## src/hdl/uart_mon_pkg.sv

```systemverilog
`default_nettype none

package uart_mon_pkg;

    localparam int DATA_BITS = 8;
    localparam int CLK_BITS  = 10;
    localparam int MEM_DEPTH = 64;
    localparam int ADDR_BITS = 6;

    typedef logic [DATA_BITS-1:0] byte_t;

    // Monitor command codes
    typedef enum logic [7:0] {
        CMD_READ  = 8'hA3,
        CMD_WRITE = 8'h5C,
        CMD_PING  = 8'hF0
    } cmd_t;

    localparam byte_t PING_REPLY = 8'hAA;

    // Frame collection and reply states
    typedef enum logic [2:0] {
        WAIT_CMD,
        WAIT_ADDR,
        WAIT_DATA,
        EXEC,
        SEND_RESP,
        SEND_WAIT
    } dec_state_t;

endpackage

`default_nettype wire

```

## src/hdl/mem_port_if.sv

```systemverilog
`timescale 1ns/100ps
`default_nettype none

interface mem_port_if import uart_mon_pkg::*; ();

    logic [ADDR_BITS-1:0] addr;
    byte_t                wdata;
    logic                 we;
    // Follows addr in the same cycle
    byte_t                rdata;

    modport ctrl (output addr, output wdata, output we, input rdata);
    modport mem  (input addr, input wdata, input we, output rdata);

endinterface

`default_nettype wire

```

## src/hdl/tx_byte_if.sv

```systemverilog
`timescale 1ns/100ps
`default_nettype none

interface tx_byte_if import uart_mon_pkg::*; ();

    byte_t data;
    // One-cycle request, only while busy is low
    logic  start;
    logic  busy;
    logic  done;

    modport src  (output data, output start, input busy, input done);
    modport sink (input data, input start, output busy, output done);

endinterface

`default_nettype wire

```

## src/hdl/byte_ram.sv

```systemverilog
`timescale 1ns/100ps
`default_nettype none

module byte_ram import uart_mon_pkg::*; (
    input  logic    clk,
    mem_port_if.mem mem
);

    byte_t mem_array [MEM_DEPTH];

    always_ff @(posedge clk) begin
        if (mem.we) begin
            mem_array[mem.addr] <= mem.wdata;
        end
    end

    // Combinational read port
    assign mem.rdata = mem_array[mem.addr];

endmodule

`default_nettype wire

```

## src/hdl/cmd_decoder.sv

```systemverilog
`timescale 1ns/100ps
`default_nettype none

module cmd_decoder import uart_mon_pkg::*; (
    input  logic     clk,
    input  logic     rst,
    input  byte_t    rx_data,
    input  logic     rx_done,
    mem_port_if.ctrl mem,
    tx_byte_if.src   tx
);

    dec_state_t state_q;
    dec_state_t state_d;
    byte_t      cmd_q;
    byte_t      addr_q;
    byte_t      data_q;
    byte_t      reply_q;
    logic       is_read;
    logic       is_write;
    logic       is_ping;

    assign is_read  = (cmd_q == CMD_READ);
    assign is_write = (cmd_q == CMD_WRITE);
    assign is_ping  = (cmd_q == CMD_PING);

    // Upper address bits are dropped, so addresses wrap
    assign mem.addr  = addr_q[ADDR_BITS-1:0];
    assign mem.wdata = data_q;
    assign mem.we    = (state_q == EXEC) && is_write;

    assign tx.data  = reply_q;
    assign tx.start = (state_q == SEND_RESP);

    always_comb begin
        state_d = state_q;
        case (state_q)
            WAIT_CMD: begin
                if (rx_done) state_d = WAIT_ADDR;
            end
            WAIT_ADDR: begin
                if (rx_done) state_d = WAIT_DATA;
            end
            WAIT_DATA: begin
                if (rx_done) state_d = EXEC;
            end
            // Unknown commands and writes send nothing back
            EXEC: begin
                state_d = (is_read || is_ping) ? SEND_RESP : WAIT_CMD;
            end
            SEND_RESP: begin
                if (!tx.busy) state_d = SEND_WAIT;
            end
            SEND_WAIT: begin
                if (tx.done) state_d = WAIT_CMD;
            end
            default: state_d = WAIT_CMD;
        endcase
    end

    always_ff @(posedge clk) begin
        if (rst) begin
            state_q <= WAIT_CMD;
        end else begin
            state_q <= state_d;
        end
    end

    // Frame bytes and reply
    always_ff @(posedge clk) begin
        if (rx_done) begin
            case (state_q)
                WAIT_CMD:  cmd_q  <= rx_data;
                WAIT_ADDR: addr_q <= rx_data;
                WAIT_DATA: data_q <= rx_data;
                default:   ;
            endcase
        end
        if (state_q == EXEC) begin
            reply_q <= is_read ? mem.rdata : PING_REPLY;
        end
    end

endmodule

`default_nettype wire

```

## src/hdl/uart_monitor.sv

```systemverilog
`timescale 1ns/100ps
`default_nettype none

module uart_monitor import uart_mon_pkg::*; (
    input  logic                clk,
    input  logic                rst,
    input  logic [CLK_BITS-1:0] clk_per_bit,
    input  logic                uart_rx,
    output logic                uart_tx
);

    byte_t rx_data;
    logic  rx_done;

    mem_port_if mem_bus ();
    tx_byte_if  tx_bus ();

    uart_rx rx_i (
        .clk         (clk),
        .rst         (rst),
        .clk_per_bit (clk_per_bit),
        .rx_line     (uart_rx),
        .rx_data     (rx_data),
        .rx_done     (rx_done)
    );

    cmd_decoder dec_i (
        .clk     (clk),
        .rst     (rst),
        .rx_data (rx_data),
        .rx_done (rx_done),
        .mem     (mem_bus.ctrl),
        .tx      (tx_bus.src)
    );

    byte_ram ram_i (
        .clk (clk),
        .mem (mem_bus.mem)
    );

    uart_tx tx_i (
        .clk         (clk),
        .rst         (rst),
        .clk_per_bit (clk_per_bit),
        .tx          (tx_bus.sink),
        .tx_line     (uart_tx)
    );

endmodule

`default_nettype wire

```

## src/hdl/uart_rx.sv

```systemverilog
`timescale 1ns/100ps
`default_nettype none

module uart_rx import uart_mon_pkg::*; (
    input  logic                clk,
    input  logic                rst,
    input  logic [CLK_BITS-1:0] clk_per_bit,
    input  logic                rx_line,
    output byte_t               rx_data,
    output logic                rx_done
);

    typedef enum logic [1:0] {RX_IDLE, RX_START, RX_DATA, RX_STOP} rx_state_t;

    rx_state_t           state;
    logic                line_meta;
    logic                line_sync;
    logic [CLK_BITS-1:0] cyc_cnt;
    logic [2:0]          bit_cnt;
    byte_t               shift_reg;
    logic                bit_end;
    logic                half_end;

    assign bit_end  = (cyc_cnt == clk_per_bit - 1'b1);
    assign half_end = (cyc_cnt == (clk_per_bit >> 1) - 1'b1);

    // Two-stage synchronizer that idles high like the line
    always_ff @(posedge clk) begin
        if (rst) begin
            line_meta <= 1'b1;
            line_sync <= 1'b1;
        end else begin
            line_meta <= rx_line;
            line_sync <= line_meta;
        end
    end

    always_ff @(posedge clk) begin
        if (rst) begin
            state   <= RX_IDLE;
            cyc_cnt <= '0;
            bit_cnt <= '0;
            rx_done <= 1'b0;
        end else begin
            rx_done <= 1'b0;
            case (state)
                RX_IDLE: begin
                    cyc_cnt <= '0;
                    bit_cnt <= '0;
                    if (!line_sync) begin
                        state <= RX_START;
                    end
                end
                RX_START: begin
                    if (half_end) begin
                        cyc_cnt <= '0;
                        // Glitch shorter than half a bit goes back to idle
                        state   <= line_sync ? RX_IDLE : RX_DATA;
                    end else begin
                        cyc_cnt <= cyc_cnt + 1'b1;
                    end
                end
                RX_DATA: begin
                    if (bit_end) begin
                        cyc_cnt <= '0;
                        bit_cnt <= bit_cnt + 1'b1;
                        if (bit_cnt == 3'(DATA_BITS - 1)) begin
                            state <= RX_STOP;
                        end
                    end else begin
                        cyc_cnt <= cyc_cnt + 1'b1;
                    end
                end
                RX_STOP: begin
                    if (bit_end) begin
                        cyc_cnt <= '0;
                        state   <= RX_IDLE;
                        rx_done <= line_sync;
                    end else begin
                        cyc_cnt <= cyc_cnt + 1'b1;
                    end
                end
                default: state <= RX_IDLE;
            endcase
        end
    end

    // Data bits arrive LSB first
    always_ff @(posedge clk) begin
        if (state == RX_DATA && bit_end) begin
            shift_reg <= {line_sync, shift_reg[DATA_BITS-1:1]};
        end
        if (state == RX_STOP && bit_end && line_sync) begin
            rx_data <= shift_reg;
        end
    end

endmodule

`default_nettype wire

```

## src/hdl/uart_tx.sv

```systemverilog
`timescale 1ns/100ps
`default_nettype none

module uart_tx import uart_mon_pkg::*; (
    input  logic                clk,
    input  logic                rst,
    input  logic [CLK_BITS-1:0] clk_per_bit,
    tx_byte_if.sink             tx,
    output logic                tx_line
);

    localparam int FRAME_BITS = DATA_BITS + 2;

    logic [FRAME_BITS-1:0] frame;
    logic [CLK_BITS-1:0]   cyc_cnt;
    logic [3:0]            bit_cnt;
    logic                  bit_end;

    assign bit_end = (cyc_cnt == clk_per_bit - 1'b1);

    // Bit 0 of the frame register is the line itself
    assign tx_line = frame[0];

    always_ff @(posedge clk) begin
        if (rst) begin
            frame   <= '1;
            cyc_cnt <= '0;
            bit_cnt <= '0;
            tx.busy <= 1'b0;
            tx.done <= 1'b0;
        end else begin
            tx.done <= 1'b0;
            if (!tx.busy) begin
                cyc_cnt <= '0;
                bit_cnt <= '0;
                if (tx.start) begin
                    // Stop, payload, start from MSB down
                    frame   <= {1'b1, tx.data, 1'b0};
                    tx.busy <= 1'b1;
                end
            end else if (bit_end) begin
                cyc_cnt <= '0;
                frame   <= {1'b1, frame[FRAME_BITS-1:1]};
                bit_cnt <= bit_cnt + 1'b1;
                if (bit_cnt == 4'(FRAME_BITS - 1)) begin
                    tx.busy <= 1'b0;
                    tx.done <= 1'b1;
                end
            end else begin
                cyc_cnt <= cyc_cnt + 1'b1;
            end
        end
    end

endmodule

`default_nettype wire

```

## config.mk

```make
export PLATFORM = sky130hd
export DESIGN_NAME = uart_monitor
export DESIGN_NICKNAME = d
export VERILOG_FILES = /design/src/hdl/uart_mon_pkg.sv /design/src/hdl/mem_port_if.sv /design/src/hdl/tx_byte_if.sv /design/src/hdl/byte_ram.sv /design/src/hdl/cmd_decoder.sv /design/src/hdl/uart_monitor.sv /design/src/hdl/uart_rx.sv /design/src/hdl/uart_tx.sv
export SDC_FILE = /design/constraint.sdc
export NUM_CORES = 1
export LEC_CHECK = 0
export ABC_CLOCK_PERIOD_IN_PS = 5700
export CAP_MARGIN = 0
export CELL_PAD_IN_SITES_DETAIL_PLACEMENT = 1
export CELL_PAD_IN_SITES_GLOBAL_PLACEMENT = 1
export CORE_ASPECT_RATIO = 0.7
export CORE_MARGIN = 2
export CORE_UTILIZATION = 57
export CTS_BUF_LIST = sky130_fd_sc_hd__clkbuf_16
export CTS_CLUSTER_DIAMETER = 60
export CTS_CLUSTER_SIZE = 25
export DETAILED_ROUTE_END_ITERATION = 16
export DONT_BUFFER_PORTS = 1
export GPL_TIMING_DRIVEN = 0
export PLACE_DENSITY = 0.94
export RECOVER_POWER = 25
export SLEW_MARGIN = 20
export SYNTH_ARGS = -nofsm -noshare
export SYNTH_HDL_FRONTEND = slang
export SYNTH_SLANG_ARGS = --single-unit
```

## constraint.sdc

```tcl
create_clock -name clk -period 5.7 [get_ports clk]
set_input_delay 1.14 -clock clk [delete_from_list [all_inputs] [get_ports clk]]
set_output_delay 1.14 -clock clk [all_outputs]
set_load 0.02 [all_outputs]
```

* After elaboration in Yosys (flattened, before gate mapping)
Memories as Yosys holds them, arrays and structs flattened. A register that Yosys moved wholly into a read port is not among the register bits. Index checks and enable logic that the tools add are counted. Widths: inputs -> output; s select.
Storage, ports and cells: output and inout bits 1, memories kept 1, memory bits (writable) 512, register bits after elaboration 85
Cells by class: muxes and demuxes 29, bitwise logic cells 4, $add $sub $neg 6, equal/unequal tests 27, reductions and logical operators 22
Memories:
- ram_i.mem_array | words 64, width 8, read ports 1, clocked after memory_dff 1, wr ports 1, line byte_ram.sv:9 | byte_t mem_array [MEM_DEPTH];
Operators by type and width (count):
- $mux 10 | 5
- $eq 10x10->1 | 3
- $pmux 10 s3 | 1
- $mux 3 | 7
- $add 10x1->10 const B | 2
- $pmux 3 s6 | 1
- $eq 8x8->1 const B | 2
- $mux 2 | 6
- $ne 2x2->1 const B | 6
- $ne 2x1->1 const B | 5
- $reduce_and 2->1 | 5
- $reduce_and 5->1 | 2
- $sub 10x1->10 const B | 1
- $sub 9x1->10 const B | 1
- $eq 3x3->1 const B | 3
- $reduce_or 3->1 | 3
- $eq 8x7->1 const B | 1
- $pmux 2 s4 | 1
- $mux 1 | 7
- $eq 3x2->1 const B | 2
- $pmux 3 s2 | 1
- $add 4x1->4 const B | 1
- $eq 2x2->1 const B | 2
- $eq 4x4->1 const B | 1
- other kinds (11) | 19

* Depth between registers and ports, before layout
Gate-level depths: netlist of run 1.
word-level depth 4, mapped depth 11

* By module
Synthesis of run 1 repeated with hierarchy kept, for this count alone.
Unflattened totals: cells, all modules 1609, area, all modules 25015.2 um^2
Modules (own cells, without submodules):
- byte_ram | instances 1, area each 20289.5 um^2, cells each 1163
- uart_rx | instances 1, area each 1885.6 um^2, cells each 188
- uart_tx | instances 1, area each 1629.1 um^2, cells each 187
- cmd_decoder | instances 1, area each 1211.2 um^2, cells each 71

* Worst setup path before layout of run 1
Ideal clock, no wire load.
kind input port to flip-flop, start point input clk_per_bit[0], end point register rx_i.rx_data[0] (enable), setup slack 1.880 ns, buffers on the path 2, stages 11, data arrival time 3.450 ns, cells stage by stage buf_2 inv_1 ha_1 nor3b_2 and2_1 xnor2_1 a2111oi_0 and4_1 buf_2 nand2_1 nor2_1
Between the ends: longest elaborated chain between the ends 4
Ends and longest elaborated chain:
- start: declaration | line uart_monitor.sv:7 | input logic [CLK_BITS-1:0] clk_per_bit,
- $sub 10x1->10 | line uart_rx.sv:24 | assign bit_end = (cyc_cnt == clk_per_bit - 1'b1);
- $eq 10x10->1 | line uart_rx.sv:24
- $logic_and 1x1->1 (2 in series) | line uart_rx.sv:93 | if (state == RX_STOP && bit_end && line_sync) begin
- end signal: assignment | line uart_rx.sv:94 | rx_data <= shift_reg;
- end: declaration | line uart_rx.sv:9 | output byte_t rx_data,
No other way between the ends. A chain may end at the register's enable or synchronous reset.

* Final worst setup path of run 1
start point register dec_i.addr_q[2], end point memory ram_i.mem_array[52][3] (netlist name) (enable)
RTL lines:
- start: declaration | line cmd_decoder.sv:16 | byte_t addr_q;
- start signal: assignment | line cmd_decoder.sv:74 | WAIT_ADDR: addr_q <= rx_data;
- end: declaration | line byte_ram.sv:9
No word-level cell before the write port.

==> results of run 1 <==
## metal layers
layer / track usage / up-vias / routed length, microns
met5: 0.00659 / - / 0
met4: 0.150 / 0 / 4040
met3: 0.131 / 316 / 11700
met2: 0.538 / 1350 / 34800
met1: 0.481 / 7899 / 29200
li1: - / 5974 / -
## worst max-delay path: stages (launching register included)
cell      delay (ns)
edfxtp_1        0.37
clkbuf_1        0.38
buf_2           0.46
buf_2           0.51
buf_2           0.55
clkbuf_1        0.81
nand3_1         0.88
nor2_1          1.09
## logic make-up after synthesis
group                    count (synthesis)  synth area share
multiplexers                           153            0.0958
adder cells (fa/ha/maj)                  8           0.00409
XOR/XNOR                                56            0.0229
flip-flops                             604             0.722
buffers and inverters                  110            0.0186
AO/OA/AOI/OAI                          237            0.0721
AND/OR/NAND/NOR                        314            0.0648
## worst max-delay path by stage
| stage | to |
|---|---|
| global placement | dec_i.tx.data[7] |
| finish | ram_i.mem_array[52][3] |
| detailed placement | dec_i.tx.data[7] |
| floorplan | rx_i.rx_data[0] |
| global route | dec_i.tx.data[7] |
| CTS | dec_i.tx.data[7] |
## synthesized netlist by cell type, types with 22 or more instances
cell      count  share of area
nor2_1      125          0.019
edfxtp_1    558           0.68
a22oi_1      31         0.0095
a221oi_1     47          0.017
nand2_1      57         0.0087
mux2i_1      41          0.017
xor2_1       25         0.0089
clkbuf_1     59         0.0090
dfxtp_1      46          0.038
mux2_2       52          0.024
nor3_1       22         0.0045
a21oi_1      41         0.0084
mux4_2       60          0.055
xnor2_1      26         0.0093
## layout make-up
class | count | area, sq um
Sequential cell | 604 | 17700
Fill cell | 3704 | 15900
Multi-Input combinational cell | 768 | 6380
Clock buffer | 35 | 876
Tap cell | 552 | 691
Buffer | 97 | 415
Timing Repair Buffer | 17 | 190
Clock inverter | 18 | 139
Inverter | 13 | 48.8
## power groups by stage
stage / logic, uW / clock network (uW) / registers [uW]
final: 74.3 / 2650 / 4760
after global routing: 79.6 / 2730 / 4760
after CTS: 72.9 / 2620 / 4760
after detailed placement: 70.4 / 0 / 4860
after global placement: 66.1 / 0 / 4860
after floorplan: 54.9 / 0 / 4860
## stage by stage
stage	util	hold WS, ns	cell area, sq um	cells
finish	0.624	0.423	26400	2104
floorplan	-	0.389	24500	1482
global placement	0.595	0.398	25200	2034
CTS	0.626	0.422	26500	2104
global route	0.624	0.436	26400	2104
detailed placement	0.602	0.405	25500	2051
==> metrics, run 1 <==
fraction of layout instances using a drive strength above 1 0.143; site row count 63; clock root buffer clkbuf_16; number of max-cap violations 0; Peak VDD IR 0.349 mV; detailed-route DRC error count 0; endpoint of the lowest-slack register-to-register path ram_i.mem_array[52][3]; via density per instance 7.39; startpoint type of the worst setup path flip-flop; launching point of the worst reg2reg path dec_i.addr_q[2]; number of synthesized flops with an enable pin 558; relative contribution of combinational cells to total power 0.010; switching power 1550 uW; clock tree from TritonCTS done; I/O Buffers 0; post-detailed-routing wire length 79.6 mm; async set-or-reset flop fraction in the synthesized netlist 0; startpoint-to-endpoint class of the critical path reg -> reg; critical path fanouts, max 10; number of top-level pins 14; clock network fraction of total power 0.354; Reg with most FFs ram_i.mem_array; Slew Limit Headroom 0.0415; initial antenna violation count 0; Starting Density 0.579; aggregate negative setup slack 0 ns; crit path capture type flip-flop; detailed-route wire length per cell 37.8 microns; register area share after synthesis 0.722; syn_nets 1503; nets 1556; cell-internal power 5940 uW; maximum number of pins on one net before global-route repair 28; number of flip-flops in the largest register 512; commonest cells after routing, fill and taps aside edfxtp_1, nor2_1, clkbuf_1, mux4_2, nand2_1; largest registers ram_i.mem_array (512), rx_i.cyc_cnt (10), tx_i.cyc_cnt (10); synthesized area per cell 16.5 sq um; leading cell type in the layout, fill and taps excluded edfxtp_1; antenna diode count 0; count of endpoints failing hold in the final timing report 0; pre-CTS WS 0.700 ns; period utilisation layout 0.957; switching share of total power 0.206; number of failing setup endpoints in the final timing report 0; number of resized instances in the post-cts repair step 0; routability-driven placement congestion ratio 1.04; placed wire-length estimate 53.7 mm; final slew viol count 0; min setup slack post-route 0.246 ns; unrepaired setup endpoints after global routing false; 1st-pass router iterations 6; Die Area 44700 sq um; netlist area before placement 24500 sq um; result of the run finished clean; startpoint of the most critical setup path dec_i.addr_q[2]; via count 15539; Crit path arrival time 5.66 ns; setup slack on the worst flop-to-flop path 0.25 ns; Global Route Usage Sum 0.360; area inside the core boundary 42300 sq um; FF+latch count, synth 604; setup bufs post-CTS 0; Tightest Hold Check Type reg -> reg; hold path start rx_i.shift_reg[0]; clock transition at the register clock pins on the worst setup and hold paths after CTS 0.10 ns; number of global-route vias before repair 15584; clock tree buffer depth 3; first-pass GRT wire length 112 mm; Required @ worst endpoint 5.90 ns; Synth Flop Type edfxtp_1; clock sink total 604; Antenna Violating Nets Remaining 0; Clock Latency Late Sink 0.58 ns; setup skew after layout 0.0408 ns; Leak Pwr 0.00814 uW; Highest Clock Rate 0.183 GHz; power density over cell area 283 nW/um^2; Worst Max-Slew Pin Slew 1.44 ns; capture endpoint of the worst hold path rx_i.rx_data[0]; cell depth of the worst flop-to-flop path 7; fin crit period 5.45 ns; register share of total power 0.636; Hold-fix buffers, CTS 0; Die Width 252 microns; number of warnings reported in the yosys synthesis log 0; unique cell type count in the Yosys netlist 72; number of cells on the worst hold path 0; Die Y 177 microns; Area growth, synth to finish 7.84%; remaining global-route overflow 0; Post-Synthesis Cells 1482; post-layout power 7490 uW; total clock buffers created by CTS 34; number of H-tree levels 2; 1st-iter DRT viols 2838
Power figures use the tool's default switching activity.
==> run 2: changes to the inputs <==
PLACE_DENSITY = 0.83   (was 0.94)
==> run 2 against run 1 <==
Compared with the run above: critical path depth unchanged; sequential power about the same; cell area up 0.48%; cell count up 0.43%; power up 1.9%; worst setup slack worse by 0.16 ns; worst hold slack better by 0.028 ns; clock power up 5%; non-clock buffer count unchanged; critical endpoint is now ram_i.mem_array[4][5].
==> metrics, run 2 (same netlist as run 1, synthesis figures left out) <==
result of the run finished clean (unchanged); initial antenna violation count 7 (was 0); Leak Pwr 0.00821 uW (was 0.00814 uW); number of resized instances in the post-cts repair step 0 (unchanged); startpoint-to-endpoint class of the critical path reg -> reg (unchanged); Area growth, synth to finish 8.36% (was 7.84%); startpoint type of the worst setup path flip-flop (unchanged); via count 15042 (was 15539); number of H-tree levels 2 (unchanged); sequential cell area 17700 sq um (unchanged); Tightest Hold Check Type reg -> reg (unchanged); unrepaired setup endpoints after global routing false (unchanged); Fillers 3686 (was 3704); Worst Path Buf+Inv 5 (unchanged); crit path cell chain clkbuf_1 -> buf_2 -> buf_2 -> buf_2 -> clkbuf_1 -> nand3_1 -> nor2_1 (unchanged); I/O Buffers 0 (unchanged); number of top-level pins 14 (unchanged); Die Width 252 microns (unchanged); aggregate negative setup slack 0 ns (unchanged); fraction of layout instances using a drive strength above 1 0.147 (was 0.143); Die Y 177 microns (unchanged); number of non-filler instances in the completed layout 2113 (was 2104); Critical Path Slowest Stage Cell nor2_1 (unchanged); combined area of the multi-input logic cells 6380 sq um (about the same); period utilisation layout 0.985 (was 0.957); area inside the core boundary 42300 sq um (unchanged); Global Route Usage Sum 0.356 (was 0.360); Reg with most FFs ram_i.mem_array (unchanged); cell depth of the worst flop-to-flop path 7 (unchanged); Peak VDD IR 0.267 mV (was 0.349 mV); leading cell type in the layout, fill and taps excluded edfxtp_1 (unchanged); 1st-pass router iterations 6 (unchanged); most used cell, CP buf_2 (unchanged); count of endpoints failing hold in the final timing report 0 (unchanged); placed wire-length estimate 52.7 mm (was 53.7 mm); Crit path arrival time 5.79 ns (was 5.66 ns); setup skew after layout 0.0378 ns (was 0.0408 ns); power density over cell area 287 nW/um^2 (was 283 nW/um^2); clock sink total 604 (unchanged); Slew Limit Headroom 0.119 (was 0.0415); dominant delay contributor by cell family on the critical path buffers and inverters (unchanged); clock tree from TritonCTS done (unchanged); Highest Clock Rate 0.178 GHz (was 0.183 GHz); Die Area 44700 sq um (unchanged); post-detailed-routing wire length 78.5 mm (was 79.6 mm); Antenna Violating Nets Remaining 0 (unchanged); remaining global-route overflow 0 (unchanged); clock root buffer clkbuf_16 (unchanged); Worst Max-Slew Pin Slew 1.32 ns (was 1.44 ns); crit path capture type flip-flop (unchanged); Starting Density 0.579 (unchanged); total clock buffers created by CTS 36 (was 34); DP Cell Count 2051 (unchanged); largest registers ram_i.mem_array (512), rx_i.cyc_cnt (10), tx_i.cyc_cnt (10) (unchanged); site row count 63 (unchanged); fin crit period 5.61 ns (was 5.45 ns); nets 1558 (was 1556); clock tree buffer depth 3 (unchanged); number of global-route vias before repair 15141 (was 15584); number of failing setup endpoints in the final timing report 0 (unchanged); via density per instance 7.12 (was 7.39); Hold-fix buffers, CTS 0 (unchanged); worst stage delay on the critical path 1.12 ns (was 1.09 ns); Placed Instance Area 25500 sq um (about the same); post-layout power 7630 uW (was 7490 uW); detailed-route DRC error count 0 (unchanged); logic depth of the worst path, buffers included 7 (unchanged); Final Cell Area 26500 sq um (was 26400 sq um); routability-driven placement congestion ratio 0.996 (was 1.04); maximum number of pins on one net before global-route repair 30 (was 28); detailed-route wire length per cell 37.1 microns (was 37.8 microns); 1st-iter DRT viols 2340 (was 2838); min setup slack post-route 0.0851 ns (was 0.246 ns); critical path fanouts, max 10 (unchanged); clock transition at the register clock pins on the worst setup and hold paths after CTS 0.10 ns (about the same); number of max-cap violations 0 (unchanged); first-pass GRT wire length 110 mm (was 112 mm); Clock Latency Late Sink 0.58 ns (about the same); pre-CTS WS 0.374 ns (was 0.700 ns); number of flip-flops in the largest register 512 (unchanged); number of cells on the worst hold path 1 (was 0); commonest cells after routing, fill and taps aside edfxtp_1, nor2_1, clkbuf_1, mux4_2, nand2_1 (unchanged); setup bufs post-CTS 0 (unchanged); Required @ worst endpoint 5.88 ns (was 5.90 ns); final slew viol count 0 (unchanged)
-- run 2: cell count changes in the layout (fill, tap and decap cells not counted), moves of 2 or more --
cell | previous run | this run
inv_12 | 0 | 2
clkinv_4 | 1 | 5
inv_2 | 2 | 0
inv_1 | 14 | 18
clkbuf_16 | 35 | 38
buf_2 | 19 | 22
diode_2 | 0 | 2
clkinvlp_4 | 0 | 2
inv_6 | 3 | 0
buf_8 | 7 | 9
clkinv_8 | 3 | 0
clkbuf_1 | 66 | 63
-- run 2: where the power goes --
part | switching (uW) | internal, uW | total (uW)
Combinational | 43.4 | 29.4 | 72.8
Clock | 1500 | 1290 | 2790
Sequential | 2.17 | 4760 | 4760
Total | 1540 | 6080 | 7630
-- run 2: per-stage QoR --
step,utilization,hold slack [ns]
6_report,0.627,0.451
2_1_floorplan,-,0.389
5_1_grt,0.627,0.455
4_1_cts,0.629,0.441
3_5_place_dp,0.602,0.409
3_3_place_gp,0.595,0.395
-- run 2: worst register-to-register path, stage by stage (launching register included) --
cell      delay, ns
edfxtp_1       0.35
clkbuf_1       0.47
buf_2          0.48
buf_2          0.48
buf_2          0.59
clkbuf_1       0.78
nand3_1        0.92
nor2_1         1.13
-- run 2: layout make-up --
| class | instances | area share |
|---|---|---|
| sequential | 604 | 0.666 |
| multi-input combinational | 768 | 0.240 |
| antenna | 2 | 0.000189 |
| timing repair buffer | 17 | 0.00712 |
| clock buffer | 38 | 0.0358 |
| buffer | 97 | 0.0158 |
| tap | 552 | 0.0260 |
| inverter | 13 | 0.00184 |
| clock inverter | 22 | 0.00698 |
-- run 2: path summary, 6_finish.rpt --
check	from	slack [ns]	end
setup / recovery	dec_i.addr_q[2]	0.09	ram_i.mem_array[4][5]
hold / removal	rx_i.line_meta	0.45	rx_i.line_sync
setup reg to reg	dec_i.addr_q[2]	0.09	ram_i.mem_array[4][5]
hold reg to reg	rx_i.line_meta	0.45	rx_i.line_sync
-- run 2: metal layers --
| metal | part of all wire | global-route usage |
|---|---|---|
| met1 | 0.39 | 0.505 |
| met2 | 0.43 | 0.523 |
| met3 | 0.13 | 0.110 |
| met4 | 0.043 | 0.135 |
| met5 | 0.00013 | 0 |
